**src/rtl/lsu_cfg.svh**
```systemverilog
`ifndef LSU_CFG_SVH
`define LSU_CFG_SVH

// Data bus width in bits
`define LSU_DATA_W 32

// Byte address width on the bus
`define LSU_ADDR_W 32

// One enable per byte lane of the data bus
`define LSU_BE_W 4

// Granted but unanswered bus transactions allowed at once
`define LSU_MAX_OUTSTANDING 2

`endif

```
**src/rtl/lsu_pkg.sv**
```systemverilog
`include "lsu_cfg.svh"

package lsu_pkg;

  ////////////////////////////////////////////////////////////
  // Access encodings
  ////////////////////////////////////////////////////////////

  // Access size, same coding as the funct3 low bits of loads/stores
  typedef enum logic [1:0] {
    SIZE_BYTE = 2'b00,
    SIZE_HALF = 2'b01,
    SIZE_WORD = 2'b10
  } lsu_size_e;

  // Address phase of the access being issued
  // Second phase only exists for word-crossing accesses
  typedef enum logic {
    PHASE_FIRST  = 1'b0,
    PHASE_SECOND = 1'b1
  } split_state_e;

  ////////////////////////////////////////////////////////////
  // Data path types
  ////////////////////////////////////////////////////////////

  // One bus word
  typedef logic [`LSU_DATA_W-1:0] data_t;

  // One enable per byte lane
  typedef logic [`LSU_BE_W-1:0] be_t;

  // Byte position inside a word
  typedef logic [1:0] offset_t;

endpackage

```
**src/rtl/lsu_wb_if.sv**
```systemverilog
`timescale 1ns/1ps

// Access context handed from the address side to the response side
interface lsu_wb_if;

  // Load the context registers in the response stage
  logic       update;
  // Access size, coded as lsu_size_e
  logic [1:0] size;
  logic       sign_ext;
  logic       we;
  // Byte offset of the original (unaligned) address
  logic [1:0] offset;
  // Cleared for the first half of a split access
  logic       last;

  // Sequencer side
  modport seq (
    output update, size, sign_ext, we, offset, last
  );

  // Read aligner side
  modport align (
    input update, size, sign_ext, we, offset, last
  );

endinterface

```
**src/rtl/lsu_req_gen.sv**
```systemverilog
`timescale 1ns/1ps

module lsu_req_gen (
  input  lsu_pkg::data_t    req_base_i,
  input  lsu_pkg::data_t    req_offset_i,
  input  lsu_pkg::lsu_size_e req_size_i,
  input  lsu_pkg::data_t    req_wdata_i,
  input  logic              second_i,
  output lsu_pkg::offset_t  addr_lsb_o,
  output lsu_pkg::data_t    bus_addr_o,
  output lsu_pkg::be_t      bus_be_o,
  output lsu_pkg::data_t    bus_wdata_o
);

  import lsu_pkg::*;

  data_t            addr_sum;
  offset_t          lsb;
  logic [2*$bits(data_t)-1:0] wdata_dbl;

  ////////////////////////////////////////////////////////////
  // Address
  ////////////////////////////////////////////////////////////

  // Second phase points at the following word
  assign addr_sum = req_base_i + req_offset_i + (second_i ? data_t'(4) : data_t'(0));
  assign lsb      = addr_sum[1:0];

  // Low bits are kept so the aligner still sees the original offset
  assign addr_lsb_o = lsb;

  // Second phase always starts at byte 0 of its word
  assign bus_addr_o = second_i ? {addr_sum[$bits(data_t)-1:2], 2'b00} : addr_sum;

  ////////////////////////////////////////////////////////////
  // Byte enables
  ////////////////////////////////////////////////////////////

  always_comb
  begin
    bus_be_o = '0;
    case (req_size_i)
      SIZE_BYTE:
      begin
        // One lane that never splits
        bus_be_o = be_t'(4'b0001 << lsb);
      end
      SIZE_HALF:
      begin
        // At offset 3 only the top lane stays in this word
        if (!second_i)
          bus_be_o = be_t'(4'b0011 << lsb);
        else
          bus_be_o = be_t'(4'b0001);  // upper byte of a halfword at offset 3
      end
      default:
      begin
        // Word access takes the upper lanes first and the low lanes in the next word
        if (!second_i)
          bus_be_o = be_t'(4'b1111 << lsb);
        else
          bus_be_o = be_t'(4'b1111 >> (3'd4 - {1'b0, lsb}));
      end
    endcase
  end

  ////////////////////////////////////////////////////////////
  // Write data
  ////////////////////////////////////////////////////////////

  // Rotate left by the byte offset
  // In the second phase the wrapped bytes land on the low lanes
  assign wdata_dbl   = {req_wdata_i, req_wdata_i} << {lsb, 3'b000};
  assign bus_wdata_o = wdata_dbl[2*$bits(data_t)-1 -: $bits(data_t)];

endmodule

```
**src/rtl/lsu_outstanding_cnt.sv**
```systemverilog
`timescale 1ns/1ps
`include "lsu_cfg.svh"

module lsu_outstanding_cnt (
  input  logic       clk,
  input  logic       rst_n,
  input  logic       granted_i,
  input  logic       rvalid_i,
  output logic [1:0] count_o,
  output logic       can_issue_o
);

  logic [1:0] count_q;
  logic [1:0] count_d;

  // Up on grant, down on response, hold when both coincide
  always_comb
  begin
    count_d = count_q;
    unique case ({granted_i, rvalid_i})
      2'b10:   count_d = count_q + 2'd1;
      2'b01:   count_d = count_q - 2'd1;
      default: count_d = count_q;
    endcase
  end

  always_ff @(posedge clk or negedge rst_n)
  begin
    if (!rst_n)
    begin
      count_q <= 2'd0;
    end
    else
    begin
      count_q <= count_d;
    end
  end

  assign count_o = count_q;

  // Responses are never issued without a grant, so the only limit is the top
  assign can_issue_o = (count_q < `LSU_MAX_OUTSTANDING);

endmodule

```
**src/rtl/lsu_split_fsm.sv**
```systemverilog
`timescale 1ns/1ps

module lsu_split_fsm (
  input  logic                clk,
  input  logic                rst_n,
  input  logic                req_valid_i,
  input  logic                req_we_i,
  input  lsu_pkg::lsu_size_e  req_size_i,
  input  logic                req_sign_ext_i,
  input  lsu_pkg::offset_t    addr_lsb_i,
  input  logic                bus_gnt_i,
  input  logic                bus_rvalid_i,
  input  logic                can_issue_i,
  input  logic [1:0]          count_i,
  output logic                bus_req_o,
  output logic                req_ready_o,
  output logic                second_o,
  output logic                granted_o,
  lsu_wb_if.seq               ctx
);

  import lsu_pkg::*;

  split_state_e state_q;
  split_state_e state_d;
  logic         split_first;
  logic         phase_done;

  ////////////////////////////////////////////////////////////
  // Split detection
  ////////////////////////////////////////////////////////////

  // Only the first phase can start a split
  always_comb
  begin
    split_first = 1'b0;
    if (req_valid_i && (state_q == PHASE_FIRST))
    begin
      case (req_size_i)
        SIZE_WORD: split_first = (addr_lsb_i != 2'd0);
        SIZE_HALF: split_first = (addr_lsb_i == 2'd3);
        default:   split_first = 1'b0;
      endcase
    end
  end

  ////////////////////////////////////////////////////////////
  // Issue and completion
  ////////////////////////////////////////////////////////////

  assign bus_req_o = req_valid_i && can_issue_i;
  assign granted_o = bus_req_o && bus_gnt_i;

  // Address side and response side advance together
  // With one in flight the previous response must retire in the same cycle
  // At two in flight this phase was already granted, it waits for the older response
  always_comb
  begin
    phase_done = 1'b0;
    if (req_valid_i)
    begin
      case (count_i)
        2'd0:    phase_done = granted_o;
        2'd1:    phase_done = granted_o && bus_rvalid_i;
        default: phase_done = bus_rvalid_i;
      endcase
    end
  end

  // Held low through the first half of a split
  assign req_ready_o = phase_done && !split_first;

  ////////////////////////////////////////////////////////////
  // Phase state
  ////////////////////////////////////////////////////////////

  always_comb
  begin
    state_d = state_q;
    if (phase_done)
      state_d = split_first ? PHASE_SECOND : PHASE_FIRST;
  end

  always_ff @(posedge clk or negedge rst_n)
  begin
    if (!rst_n)
    begin
      state_q <= PHASE_FIRST;
    end
    else
    begin
      state_q <= state_d;
    end
  end

  assign second_o = (state_q == PHASE_SECOND);

  // Context for the response stage, loaded as each phase completes
  assign ctx.update   = phase_done;
  assign ctx.size     = req_size_i;
  assign ctx.sign_ext = req_sign_ext_i;
  assign ctx.we       = req_we_i;
  assign ctx.offset   = addr_lsb_i;
  assign ctx.last     = !split_first;

endmodule

```
**src/rtl/lsu_rdata_align.sv**
```systemverilog
`timescale 1ns/1ps

module lsu_rdata_align (
  input  logic           clk,
  input  logic           rst_n,
  lsu_wb_if.align        ctx,
  input  logic           bus_rvalid_i,
  input  lsu_pkg::data_t bus_rdata_i,
  input  logic           bus_err_i,
  output logic           wb_valid_o,
  output lsu_pkg::data_t wb_rdata_o,
  output logic           wb_err_o
);

  import lsu_pkg::*;

  lsu_size_e size_q;
  logic      sign_ext_q;
  logic      we_q;
  offset_t   offset_q;
  logic      last_q;
  logic      err_acc_q;
  data_t     hold_q;
  data_t     rd_shift;
  logic [2*$bits(data_t)-1:0] join_shift;

  ////////////////////////////////////////////////////////////
  // Context of the oldest outstanding phase
  ////////////////////////////////////////////////////////////

  always_ff @(posedge clk or negedge rst_n)
  begin
    if (!rst_n)
    begin
      size_q     <= SIZE_WORD;
      sign_ext_q <= 1'b0;
      we_q       <= 1'b0;
      offset_q   <= 2'd0;
      last_q     <= 1'b0;
    end
    else if (ctx.update)
    begin
      size_q     <= lsu_size_e'(ctx.size);
      sign_ext_q <= ctx.sign_ext;
      we_q       <= ctx.we;
      offset_q   <= ctx.offset;
      last_q     <= ctx.last;
    end
  end

  // First-half error, cleared by every last response
  always_ff @(posedge clk or negedge rst_n)
  begin
    if (!rst_n)
      err_acc_q <= 1'b0;
    else if (bus_rvalid_i)
      err_acc_q <= !last_q && bus_err_i;
  end

  // Low word of a split load
  always_ff @(posedge clk)
  begin
    if (bus_rvalid_i && !last_q && !we_q)
      hold_q <= bus_rdata_i;
  end

  ////////////////////////////////////////////////////////////
  // Alignment and extension
  ////////////////////////////////////////////////////////////

  assign rd_shift   = bus_rdata_i >> {offset_q, 3'b000};
  // New word on top, held word below, shifted down to the access start
  assign join_shift = {bus_rdata_i, hold_q} >> {offset_q, 3'b000};

  always_comb
  begin
    wb_rdata_o = '0;
    case (size_q)
      SIZE_BYTE:
        wb_rdata_o = {{24{sign_ext_q & rd_shift[7]}}, rd_shift[7:0]};
      SIZE_HALF:
      begin
        if (offset_q == 2'd3)
          wb_rdata_o = {{16{sign_ext_q & join_shift[15]}}, join_shift[15:0]};
        else
          wb_rdata_o = {{16{sign_ext_q & rd_shift[15]}}, rd_shift[15:0]};
      end
      default:
        wb_rdata_o = (offset_q == 2'd0) ? bus_rdata_i : join_shift[31:0];
    endcase
  end

  // One pulse per access, on the last response only
  assign wb_valid_o = bus_rvalid_i && last_q;
  assign wb_err_o   = wb_valid_o && (bus_err_i || err_acc_q);

endmodule

```
**src/rtl/lsu_top.sv**
```systemverilog
`timescale 1ns/1ps
`include "lsu_cfg.svh"

module lsu_top (
  input  logic                   clk,
  input  logic                   rst_n,
  // Execute side
  input  logic                   req_valid_i,
  input  logic                   req_we_i,
  input  lsu_pkg::lsu_size_e     req_size_i,
  input  logic                   req_sign_ext_i,
  input  logic [`LSU_ADDR_W-1:0] req_base_i,
  input  logic [`LSU_ADDR_W-1:0] req_offset_i,
  input  lsu_pkg::data_t         req_wdata_i,
  output logic                   req_ready_o,
  // Data bus
  output logic                   bus_req_o,
  output logic [`LSU_ADDR_W-1:0] bus_addr_o,
  output logic                   bus_we_o,
  output lsu_pkg::be_t           bus_be_o,
  output lsu_pkg::data_t         bus_wdata_o,
  input  logic                   bus_gnt_i,
  input  logic                   bus_rvalid_i,
  input  lsu_pkg::data_t         bus_rdata_i,
  input  logic                   bus_err_i,
  // Write-back side
  output logic                   wb_valid_o,
  output lsu_pkg::data_t         wb_rdata_o,
  output logic                   wb_err_o,
  output logic                   busy_o
);

  import lsu_pkg::*;

  offset_t    addr_lsb;
  logic       second;
  logic       granted;
  logic       can_issue;
  logic       bus_req;
  logic [1:0] count;

  lsu_wb_if wb_ctx ();

  ////////////////////////////////////////////////////////////
  // Address side
  ////////////////////////////////////////////////////////////

  lsu_req_gen u_req_gen (
    .req_base_i   (req_base_i),
    .req_offset_i (req_offset_i),
    .req_size_i   (req_size_i),
    .req_wdata_i  (req_wdata_i),
    .second_i     (second),
    .addr_lsb_o   (addr_lsb),
    .bus_addr_o   (bus_addr_o),
    .bus_be_o     (bus_be_o),
    .bus_wdata_o  (bus_wdata_o)
  );

  lsu_outstanding_cnt u_cnt (
    .clk         (clk),
    .rst_n       (rst_n),
    .granted_i   (granted),
    .rvalid_i    (bus_rvalid_i),
    .count_o     (count),
    .can_issue_o (can_issue)
  );

  lsu_split_fsm u_fsm (
    .clk            (clk),
    .rst_n          (rst_n),
    .req_valid_i    (req_valid_i),
    .req_we_i       (req_we_i),
    .req_size_i     (req_size_i),
    .req_sign_ext_i (req_sign_ext_i),
    .addr_lsb_i     (addr_lsb),
    .bus_gnt_i      (bus_gnt_i),
    .bus_rvalid_i   (bus_rvalid_i),
    .can_issue_i    (can_issue),
    .count_i        (count),
    .bus_req_o      (bus_req),
    .req_ready_o    (req_ready_o),
    .second_o       (second),
    .granted_o      (granted),
    .ctx            (wb_ctx.seq)
  );

  ////////////////////////////////////////////////////////////
  // Response side
  ////////////////////////////////////////////////////////////

  lsu_rdata_align u_align (
    .clk          (clk),
    .rst_n        (rst_n),
    .ctx          (wb_ctx.align),
    .bus_rvalid_i (bus_rvalid_i),
    .bus_rdata_i  (bus_rdata_i),
    .bus_err_i    (bus_err_i),
    .wb_valid_o   (wb_valid_o),
    .wb_rdata_o   (wb_rdata_o),
    .wb_err_o     (wb_err_o)
  );

  assign bus_req_o = bus_req;
  assign bus_we_o  = req_we_i;

  // Busy while anything is in flight or about to be issued
  assign busy_o = (count != 2'd0) || bus_req;

endmodule

```
**config.mk**
```make
export PLATFORM = sky130hd
export DESIGN_NAME = lsu_top
export DESIGN_NICKNAME = d
export VERILOG_FILES = /design/src/rtl/lsu_pkg.sv /design/src/rtl/lsu_wb_if.sv /design/src/rtl/lsu_req_gen.sv /design/src/rtl/lsu_outstanding_cnt.sv /design/src/rtl/lsu_split_fsm.sv /design/src/rtl/lsu_rdata_align.sv /design/src/rtl/lsu_top.sv
export VERILOG_INCLUDE_DIRS = /design/src /design/src/rtl
export SDC_FILE = /design/constraint.sdc
export NUM_CORES = 1
export LEC_CHECK = 0
export BUFFER_PORTS_ARGS = -buffer_cell sky130_fd_sc_hd__buf_2
export CAP_MARGIN = 20
export CORE_MARGIN = 4
export CORE_UTILIZATION = 55
export CTS_BUF_LIST = sky130_fd_sc_hd__clkbuf_8
export DETAILED_ROUTE_END_ITERATION = 8
export PLACE_DENSITY_LB_ADDON = 0.1
export SLEW_MARGIN = 5
export SYNTH_ARGS = -nofsm -noshare
export SYNTH_HDL_FRONTEND = slang
export SYNTH_SLANG_ARGS = --single-unit
```
**constraint.sdc**
```tcl
create_clock -name clk -period 7.8 [get_ports clk]
set_input_delay 0 -clock clk [delete_from_list [all_inputs] [get_ports clk]]
set_output_delay 0 -clock clk [all_outputs]
set_load 0.005 [all_outputs]
```
==> metrics.cfg, run 1 <==
[cells_and_area]
drive_above_1_share_pct = 39.8
fillers = 785
final_nets = 1054
mostFrequentLayoutCell = buf_2
regArea_sq_um = 1000
area_growth_pct = 28.5
layout_common_cells = 243 x buf_2, 75 x nand2_1, 72 x ha_1
insertedDiodeCount = 0
multi_input_area_sq_um = 4580

[worst_setup_path]
start_kind = flip-flop
cpMostUsedCell = inv_1
cp_slowest_cell = fa_1
cp_max_fo = 9
slowest_delay_ns = 0.55
critPathArrivalTime_ns = 3.73
crit_chain = inv_1 -> fa_1 -> inv_1 -> ha_1 -> a21oi_1 -> o21ai_1 -> a221oi_2 -> a2111oi_4 -> nor3_2 -> nor4b_1 -> a311oi_1 -> buf_2
required_ns = 7.80
critPathCaptureType = output pin
path_class = flip-flop to output pin

[floorplanning]
rows = 37
die_area_sq_um = 12300
start_util_pct = 56.4
die_y_um = 111
core_area_sq_um = 10300
ioPinCount = 244
die_w_um = 111

[yosys]
syn-num-nets = 811
async_flop_share_pct = 31.4
synthDistinctLibCells = 56
synthesis.area_sq_um = 5830
ys_ff_latch = 35
yosysTopAreaCell = mux4_2
syn_inst = 598
synth_top_area_share_pct = 24.4
synth_area_leaders = mux4_2 24%, ha_1 16%, edfxtp_1 12%
ys_seq_area_share_pct = 17.1
ys_warn_count = 0
synth_edf_count = 24
syn_avg_cell_area_sq_um = 9.74
ys.flop_type = edfxtp_1

[global_routing]
grt_pass1_wl_um = 26700
antenna_found_initial = 0
grt_max_degree = 53
grt.total_usage_pct = 25.3
grt_pass1_vias = 5680
grt_overflow = 0

[sta]
grt_setup_unrepaired = false
slew_viol_final = 0
finalSetupViolations = 0
min_period_over_period_pct = 47.8
fin_tns_setup_ns = 0
min_period_ns = 3.73
hold_violations = 0
finClkSkew_ns = 0.00497
worst_slew_pin_slew_ns = 1.00
max_freq_mhz = 268
maxSlewHeadroom_pct = 33.1

[detailed_routing]
dr.pass1.iters = 5
drc = 0
routed_wl_um = 16200
drt_first_iter_violations = 346
antenna_left = 0
vias = 5812
routed_via_density = 5.94
wire_per_inst_um = 16.6

[cts]
path_clk_slew_ns = 0.07
root_buffer = clkbuf_8
cts_buffer_depth = 2
cts_buffers = 5
insertion_delay_ns = 0.28
post_cts.repair.setup_buffers = 0
htreeDepth = 2
clock-sinks = 35
cts_tree = yes

[power]
p_leak_nw = 3.55
p_per_area_nw_per_um2 = 236
ir_drop_uv = 207
fin_total_pwr_mw = 1.77

[flow_run]
max_cap_violations = 0

[status]
outcome = finished clean

[placed_design]
gp_congestion = 0.896
io_buffer_count = 243
dpl.hpwl_um = 12600

[worst_hold_path]
worstHoldPathType = primary input to flip-flop

stage by stage:
step | instances | cell area [sq um] | setup WS [ns] | hold WS (ns) | utilization, %
3_5_place_dp | 938 | 7080 | 4.43 | -0.116 | 68.5
6_report | 978 | 7490 | 4.07 | 0.0115 | 72.5
5_1_grt | 978 | 7490 | 3.76 | 0.0302 | 72.5
3_3_place_gp | 938 | 7080 | 4.46 | -0.122 | 68.5
4_1_cts | 976 | 7460 | 4.11 | 0.00238 | 72.2
2_1_floorplan | 598 | 5830 | 4.66 | -0.296 | -
power by group:
| group | internal (mW) | leakage (nW) | switching, mW |
|---|---|---|---|
| Sequential | 0.247 | 0.345 | 0.108 |
| Clock | 0.0600 | 0.0505 | 0.0628 |
| Combinational | 0.671 | 3.15 | 0.616 |
| Total | 0.978 | 3.55 | 0.787 |
final timing paths:
kind	start	endpoint	slack (ns)	depth (start not counted)
max in group asynchronous	rst_n	u_align.size_q[1]	7.40	2
worst min-delay path	bus_rvalid_i	u_align.err_acc_q	0.01	2
min in group asynchronous	rst_n	u_align.last_q	0.14	2
worst min register to register	u_cnt.count_o[0]	u_cnt.count_o[0]	0.50	1
worst max-delay path	u_fsm.second_o	bus_addr_o[30]	4.07	12
worst max register to register	u_cnt.count_o[1]	u_align.we_q	5.56	7
registers in the layout (all words and copies together) (netlist names):
name and count:
u_align.hold_q 24, u_align.offset_q 2, u_align.size_q 2, u_cnt.count_o 2, u_align.err_acc_q 1, u_align.last_q 1, u_align.sign_ext_q 1, u_align.we_q 1
u_fsm.second_o 1
critical path, delay by kind of cell (launching register included):
| family | cells | cell delay (ns) |
|---|---|---|
| compound gates | 5 | 1.21 |
| flops | 1 | 0.47 |
| buf+inv | 3 | 0.36 |
| simple gates | 2 | 0.57 |
| fa+ha+maj | 2 | 0.83 |
metal layers:
layer | vias up | part of all wire [%] | GRT usage [%]
met1 | 2754 | 42 | 33.4
met5 | - | 0 | 0
li1 | 2782 | - | -
met4 | 0 | 1.8 | 6.16
met3 | 29 | 7.1 | 4.04
met2 | 247 | 50 | 43.6
cell usage after synthesis (10+ instances only):
library cell and n:
nand2_1 75, ha_1 73, mux4_2 63, a21oi_1 43
clkbuf_1 28, nor2_1 26, edfxtp_1 24, o21ai_0 24
inv_1 22, nor2b_1 19, o21ai_1 19, xnor2_1 17
a21o_1 15, xor2_1 13, dfrtp_1 10
cell families after synthesis:
family                     Yosys count  share of synthesized area (%)
xor gates and xnor gates            30                           4.51
adders and majority gates           75                           16.4
muxes                               79                           27.3
buffers and inverters               64                           4.32
AOI/OAI and AO/OA                  155                           17.4
DFF                                 35                           17.1
and+or+nand+nor                    160                           13.0
final cells by class:
cell class,instances,area share [%]
clock buffer,5,0.919
clock inverter,3,0.167
inverter,22,1.10
multi-input combinational,499,61.2
sequential,35,13.4
tap,136,2.27
timing repair buffer,278,21.0
what timing repair did:
item	4_1_cts	5_1_grt
endpoints found under the setup margin	0	0
resized for setup	0	0
hold buffers	30	0
endpoints found under the hold margin	40	0
Note: power is estimated with default switching activity, not from simulation.
==> inputs of run 2 (changes only) <==
--- a/config.mk
+++ b/config.mk
@@ -9,7 +9,7 @@
 export BUFFER_PORTS_ARGS = -buffer_cell sky130_fd_sc_hd__buf_2
 export CAP_MARGIN = 20
 export CORE_MARGIN = 4
-export CORE_UTILIZATION = 55
+export CORE_UTILIZATION = 51
 export CTS_BUF_LIST = sky130_fd_sc_hd__clkbuf_8
 export DETAILED_ROUTE_END_ITERATION = 8
 export PLACE_DENSITY_LB_ADDON = 0.1
==> constraint.sdc (replaced) <==
create_clock -name clk -period 3.7 [get_ports clk]
set_input_delay 0 -clock clk [delete_from_list [all_inputs] [get_ports clk]]
set_output_delay 0 -clock clk [all_outputs]
set_load 0.005 [all_outputs]
==> run 2 against run 1 <==
  * First-iteration DRC count increased by 3.8%
  * Final cell count increased by 0.82%
  * Worst setup slack got worse by 3.9 ns
  * Worst hold slack improved by 0.10 ns
  * Critical path depth stayed put
  * Flip-flop and latch count stayed put
==> metrics.cfg, run 2 (synthesis gave the netlist of run 1 again) <==
[global_routing]
antenna_found_initial = 1  ; was 0
grt_overflow = 0  ; unchanged
grt_max_degree = 36  ; was 53
grt.total_usage_pct = 25.0  ; was 25.3%
grt_pass1_wl_um = 27500  ; was 26700 um
grt_pass1_vias = 5767  ; was 5680

[sta]
max_freq_mhz = 282
hold_violations = 0  ; unchanged
finClkSkew_ns = 0.0128  ; was 0.00497 ns
finalSetupViolations = 0  ; unchanged
min_period_over_period_pct = 95.9
grt_setup_unrepaired = true  ; was false
slew_viol_final = 0  ; unchanged
fin_ws_ns = 0.152  ; was 4.07 ns
worst_slew_pin_slew_ns = 0.855  ; was 1.00 ns
maxSlewHeadroom_pct = 42.9  ; was 33.1%
min_period_ns = 3.55

[cts]
clock-sinks = 35  ; unchanged
cts_buffers = 5  ; unchanged
insertion_delay_ns = 0.29  ; was 0.28 ns
cts_tree = yes  ; unchanged
root_buffer = clkbuf_8  ; unchanged
cts_buffer_depth = 2  ; unchanged
htreeDepth = 2  ; unchanged
path_clk_slew_ns = 0.08  ; was 0.07 ns

[detailed_routing]
dr_wl_met2_um = 8690  ; was 8040 um
drc = 0  ; unchanged
routed_wl_um = 17000  ; was 16200 um
routed_via_density = 5.96  ; was 5.94
antenna_left = 0  ; unchanged
dr.pass1.iters = 5  ; unchanged
vias = 5874  ; was 5812
wire_per_inst_um = 17.2  ; was 16.6 um
drt_first_iter_violations = 359  ; was 346
m1WireLength_um = 6680  ; was 6740 um
top_layer_used = met5  ; was met4
met3_wirelength_um = 1160  ; about the same

[floorplanning]
start_util_pct = 52.8  ; was 56.4%
core_area_sq_um = 11000  ; was 10300 sq um
die_area_sq_um = 13200  ; was 12300 sq um
rows = 38  ; was 37
ioPinCount = 244  ; unchanged
die_y_um = 115  ; was 111 um
die_w_um = 115  ; was 111 um

[worst_setup_path]
critPathCaptureType = output pin  ; unchanged
path_class = flip-flop to output pin  ; unchanged
start_kind = flip-flop  ; unchanged
cp_max_fo = 9  ; unchanged
crit_chain = inv_1 -> fa_1 -> inv_1 -> ha_1 -> a21oi_1 -> o21ai_2 -> a221oi_2 -> a2111oi_4 -> nor3_4 -> nor4b_1 -> a311oi_1 -> buf_2  ; was inv_1 -> fa_1 -> inv_1 -> ha_1 -> a21oi_1 -> o21ai_1 -> a221oi_2 -> a2111oi_4 -> nor3_2 -> nor4b_1 -> a311oi_1 -> buf_2
cpMostUsedCell = inv_1  ; unchanged
critPathArrivalTime_ns = 3.55  ; was 3.73 ns
cp_slowest_cell = fa_1  ; unchanged
crit_buf_inv = 3  ; unchanged
crit_family = compound AO/OA/AOI/OAI gates  ; unchanged
required_ns = 3.70  ; was 7.80 ns
slowest_delay_ns = 0.55  ; about the same

[worst_hold_path]
worstHoldPathType = primary input to async pin  ; was primary input to flip-flop

[placed_design]
dp_slack_ns = 0.253  ; was 4.43 ns
dpl.hpwl_um = 13100  ; was 12600 um
placed_area_sq_um = 7110  ; was 7080 sq um
placed_cells = 946  ; was 938
io_buffer_count = 243  ; unchanged
gp_congestion = 0.905  ; was 0.896

[status]
outcome = finished clean  ; unchanged

[cells_and_area]
layout_common_cells = 243 x buf_2, 75 x nand2_1, 72 x ha_1  ; unchanged
fin_cells = 986  ; was 978
fillers = 902  ; was 785
insertedDiodeCount = 0  ; unchanged
largest_reg_flops = 24  ; unchanged
area_growth_pct = 29.5  ; was 28.5%
regMostFlops = u_align.hold_q  ; unchanged
drive_above_1_share_pct = 40.5  ; was 39.8%
final_nets = 1058  ; was 1054
fin_area_sq_um = 7550  ; was 7490 sq um
mostFrequentLayoutCell = buf_2  ; unchanged

[flow_run]
max_cap_violations = 0  ; unchanged

[power]
ir_drop_uv = 442  ; was 207 uV
p_leak_nw = 3.57  ; was 3.55 nW
p_per_area_nw_per_um2 = 498  ; was 236 nW/um^2

==> run 2: worst paths after layout <==
| check | startpoint | endpoint | slack (ns) | cells past startpoint |
|---|---|---|---|---|
| worst max-delay path | u_fsm.second_o | bus_addr_o[30] | 0.15 | 12 |
| worst min register to register | u_align.sign_ext_q | u_align.sign_ext_q | 0.53 | 1 |
| worst max register to register | u_cnt.count_o[1] | u_align.sign_ext_q | 1.49 | 7 |
| min in group clk | bus_rvalid_i | u_cnt.count_o[0] | 0.16 | 3 |
| max in group asynchronous | rst_n | u_align.size_q[1] | 3.31 | 2 |
| worst min-delay path | rst_n | u_align.size_q[0] | 0.11 | 2 |
==> run 2: metrics by stage <==
step | power, mW | util, % | TNS (ns) | hold WS, ns
finish | 3.76 | 68.4 | 0 | 0.115
global route | 4.10 | 68.4 | -0.0352 | 0.144
CTS | 3.76 | 68.2 | 0 | 0.0943
detailed placement | 3.43 | 64.5 | 0 | -0.119
global placement | 3.37 | 64.5 | 0 | -0.121
floorplan | 2.49 | - | 0 | -0.296
==> run 2: layout make-up <==
| cell class | count | area (sq um) | share of cell area [%] |
|---|---|---|---|
| Timing Repair Buffer | 282 | 1590 | 21.0 |
| Inverter | 22 | 82.6 | 1.09 |
| Sequential cell | 35 | 1000 | 13.3 |
| Tap cell | 140 | 175 | 2.32 |
| Multi-Input combinational cell | 499 | 4610 | 61.1 |
| Clock buffer | 6 | 82.6 | 1.09 |
| Clock inverter | 2 | 8.76 | 0.116 |
==> run 2: per-layer routing <==
layer  up-vias  track usage, %
li1       2795               -
met1      2805            31.3
met2       237            45.3
met3        35            2.89
met4         2            7.51
met5         -               0
==> run 2: repair_timing <==
| item | 4_1_cts | 5_1_grt |
|---|---|---|
| hold buffers | 31 | 0 |
| resized for setup | 2 | 3 |
| endpoints found under the hold margin | 40 | 0 |
| pin swaps | 0 | 2 |
| endpoints found under the setup margin | 1 | 12 |
| setup buffers | 0 | 1 |
==> run 2: where the power goes <==
part	internal (mW)	switching [mW]	total, mW
combinational	1.41	1.31	2.72
clock	0.148	0.144	0.291
sequential	0.520	0.228	0.748
==> inputs of run 3 (changes only) <==
==> constraint.sdc (replaced) <==
create_clock -name clk -period 3.7 [get_ports clk]
set_input_delay 0 -clock clk [delete_from_list [all_inputs] [get_ports clk]]
set_output_delay 0 -clock clk [all_outputs]
set_load 0.02 [all_outputs]
==> run 3 against run 2 <==
  * Final cell count rose by 0.10%
  * Clock-buffer cell count rose by 1
  * Maximum frequency rose by 3.1%
  * Sequential power fell by 3%
  * Total power rose by 17%
  * Flip-flop and latch count did not move
  * Via count barely moved
  * Combinational power rose by 23%
  * Critical endpoint unchanged
==> metrics.cfg, run 3 (synthesis gave the netlist of run 1 again) <==
[worst_setup_path]
crit_path_start = u_fsm.second_o  ; unchanged
r2r_cells = 7  ; unchanged
path_class = flip-flop to output pin  ; unchanged
r2r_end = u_align.we_q  ; was u_align.sign_ext_q
r2r-start = u_cnt.count_o[1]  ; unchanged
cp_max_fo = 7  ; was 9
critPathArrivalTime_ns = 3.44  ; was 3.55 ns
critPathCaptureType = output pin  ; unchanged
required_ns = 3.70  ; about the same
r2r_slack_ns = 1.52  ; was 1.49 ns
start_kind = flip-flop  ; unchanged
cp-endpoint = bus_addr_o[30]  ; unchanged

[global_routing]
antenna_found_initial = 0  ; was 1
grt_pass1_wl_um = 27700  ; was 27500 um
grt_overflow = 0  ; unchanged
grt_max_degree = 36  ; unchanged
grt_pass1_vias = 5860  ; was 5767
grt.total_usage_pct = 25.2  ; was 25.0%

[cells_and_area]
final_nets = 1058  ; unchanged
mostFrequentLayoutCell = buf_2  ; unchanged
drive_above_1_share_pct = 40.5  ; unchanged
largest_reg_flops = 24  ; unchanged
fin_area_sq_um = 7560  ; was 7550 sq um
area_growth_pct = 29.8  ; was 29.5%
regMostFlops = u_align.hold_q  ; unchanged
layout_common_cells = 243 x buf_2, 75 x nand2_1, 72 x ha_1  ; unchanged
fillers = 904  ; was 902

[placed_design]
placed_area_sq_um = 7120  ; was 7110 sq um
gp_congestion = 0.903  ; was 0.905
dpl.hpwl_um = 13400  ; was 13100 um
io_buffer_count = 243  ; unchanged

[cts]
htreeDepth = 2  ; unchanged
post_cts.repair.setup_buffers = 0  ; unchanged
clock-sinks = 35  ; unchanged
cts_buffers = 5  ; unchanged
insertion_delay_ns = 0.29  ; about the same
path_clk_slew_ns = 0.07  ; was 0.08 ns
cts_tree = yes  ; unchanged
cts_buffer_depth = 2  ; unchanged
root_buffer = clkbuf_8  ; unchanged

[sta]
finClkSkew_ns = 0.00930  ; was 0.0128 ns
maxSlewHeadroom_pct = 44.1  ; was 42.9%
slew_viol_final = 0  ; unchanged
min_period_ns = 3.44  ; was 3.55 ns
min_period_over_period_pct = 93.0  ; was 95.9%
fin_tns_setup_ns = 0  ; unchanged
hold_violations = 0  ; unchanged
worst_slew_pin_slew_ns = 0.837  ; was 0.855 ns
max_freq_mhz = 291  ; was 282 MHz
finalSetupViolations = 0  ; unchanged

[power]
fin_total_pwr_mw = 4.39  ; was 3.76 mW
ir_drop_uv = 491  ; was 442 uV
p_per_area_nw_per_um2 = 580  ; was 498 nW/um^2
p_leak_nw = 3.58  ; was 3.57 nW

[detailed_routing]
routed_wl_um = 17100  ; was 17000 um
vias = 5873  ; was 5874
wire_per_inst_um = 17.3  ; was 17.2 um
dr.pass1.iters = 5  ; unchanged
antenna_left = 0  ; unchanged
routed_via_density = 5.95  ; was 5.96
drc = 0  ; unchanged
drt_first_iter_violations = 397  ; was 359

[status]
outcome = finished clean  ; unchanged

[flow_run]
max_cap_violations = 0  ; unchanged

[floorplanning]
rows = 38  ; unchanged
start_util_pct = 52.8  ; unchanged
die_area_sq_um = 13200  ; unchanged
die_y_um = 115  ; unchanged
ioPinCount = 244  ; unchanged
core_area_sq_um = 11000  ; unchanged
die_w_um = 115  ; unchanged

[worst_hold_path]
worstHoldPathType = primary input to async pin  ; unchanged

==> run 3: cell count changes in the layout (fill, tap and decap cells not counted), sizes merged <==
cell | previous run | this run
clkbuf | 6 | 7
clkinv | 1 | 0
diode | 0 | 1
==> run 3: power by group <==
group	total [mW]	switching (mW)	internal (mW)	leakage, nW
clock network	0.304	0.137	0.167	0.0557
logic	3.35	1.92	1.43	3.18
registers	0.729	0.209	0.520	0.345
==> run 3: cell type report <==
type                       instances  area (sq um)  area share, %
clock inverter                     1          3.75         0.0496
timing repair buffer             282          1590           21.0
sequential                        35          1000           13.2
tap                              140           175           2.32
inverter                          22          82.6           1.09
clock buffer                       7          96.3           1.27
multi-input combinational        499          4620           61.0
antenna                            1          2.50         0.0331
==> run 3: how the worst min path moves through the flow <==
stage | start | end | slack [ns] | cells after the start
6_report | rst_n | u_align.last_q | 0.09 | 2
5_1_grt | rst_n | u_align.size_q[0] | 0.11 | 2
4_1_cts | rst_n | u_align.last_q | 0.10 | 2
3_5_place_dp | rst_n | u_align.err_acc_q | -0.12 | 1
3_3_place_gp | rst_n | u_align.we_q | -0.12 | 1
2_1_floorplan | rst_n | u_align.err_acc_q | -0.30 | 0
==> run 3: per-stage QoR <==
step	hold slack, ns	util, %	setup slack (ns)	cells
global placement	-0.117	64.5	0.472	947
global route	0.114	68.5	-0.0167	986
CTS	0.103	68.3	0.0714	986
finish	0.0922	68.6	0.259	987
detailed placement	-0.121	64.5	0.389	947
floorplan	-0.296	-	0.228	598
==> run 3: what timing repair did <==
| action | 4_1_cts | 5_1_grt |
|---|---|---|
| resized for setup | 0 | 5 |
| hold endpoints to repair | 40 | 0 |
| endpoints found under the setup margin | 0 | 7 |
| hold buffers | 31 | 0 |
==> run 3: layer usage <==
layer	share of wire [%]	GRT usage [%]	wire length [um]
met5	0	0	0
met4	2.2	7.51	383
met3	6.9	3.68	1180
met2	53	46.1	9020
met1	38	30.6	6540
==> run 3: worst max-delay path: stages (launching register included) <==
cell and delay (ns):
dfrtp_1 0.35, inv_1 0.09, fa_1 0.54, inv_1 0.06
ha_1 0.27, a21oi_1 0.09, o21ai_2 0.23, a221oi_2 0.13
a2111oi_4 0.37, nor3_4 0.11, or4_1 0.50, a311oi_2 0.20
buf_2 0.20
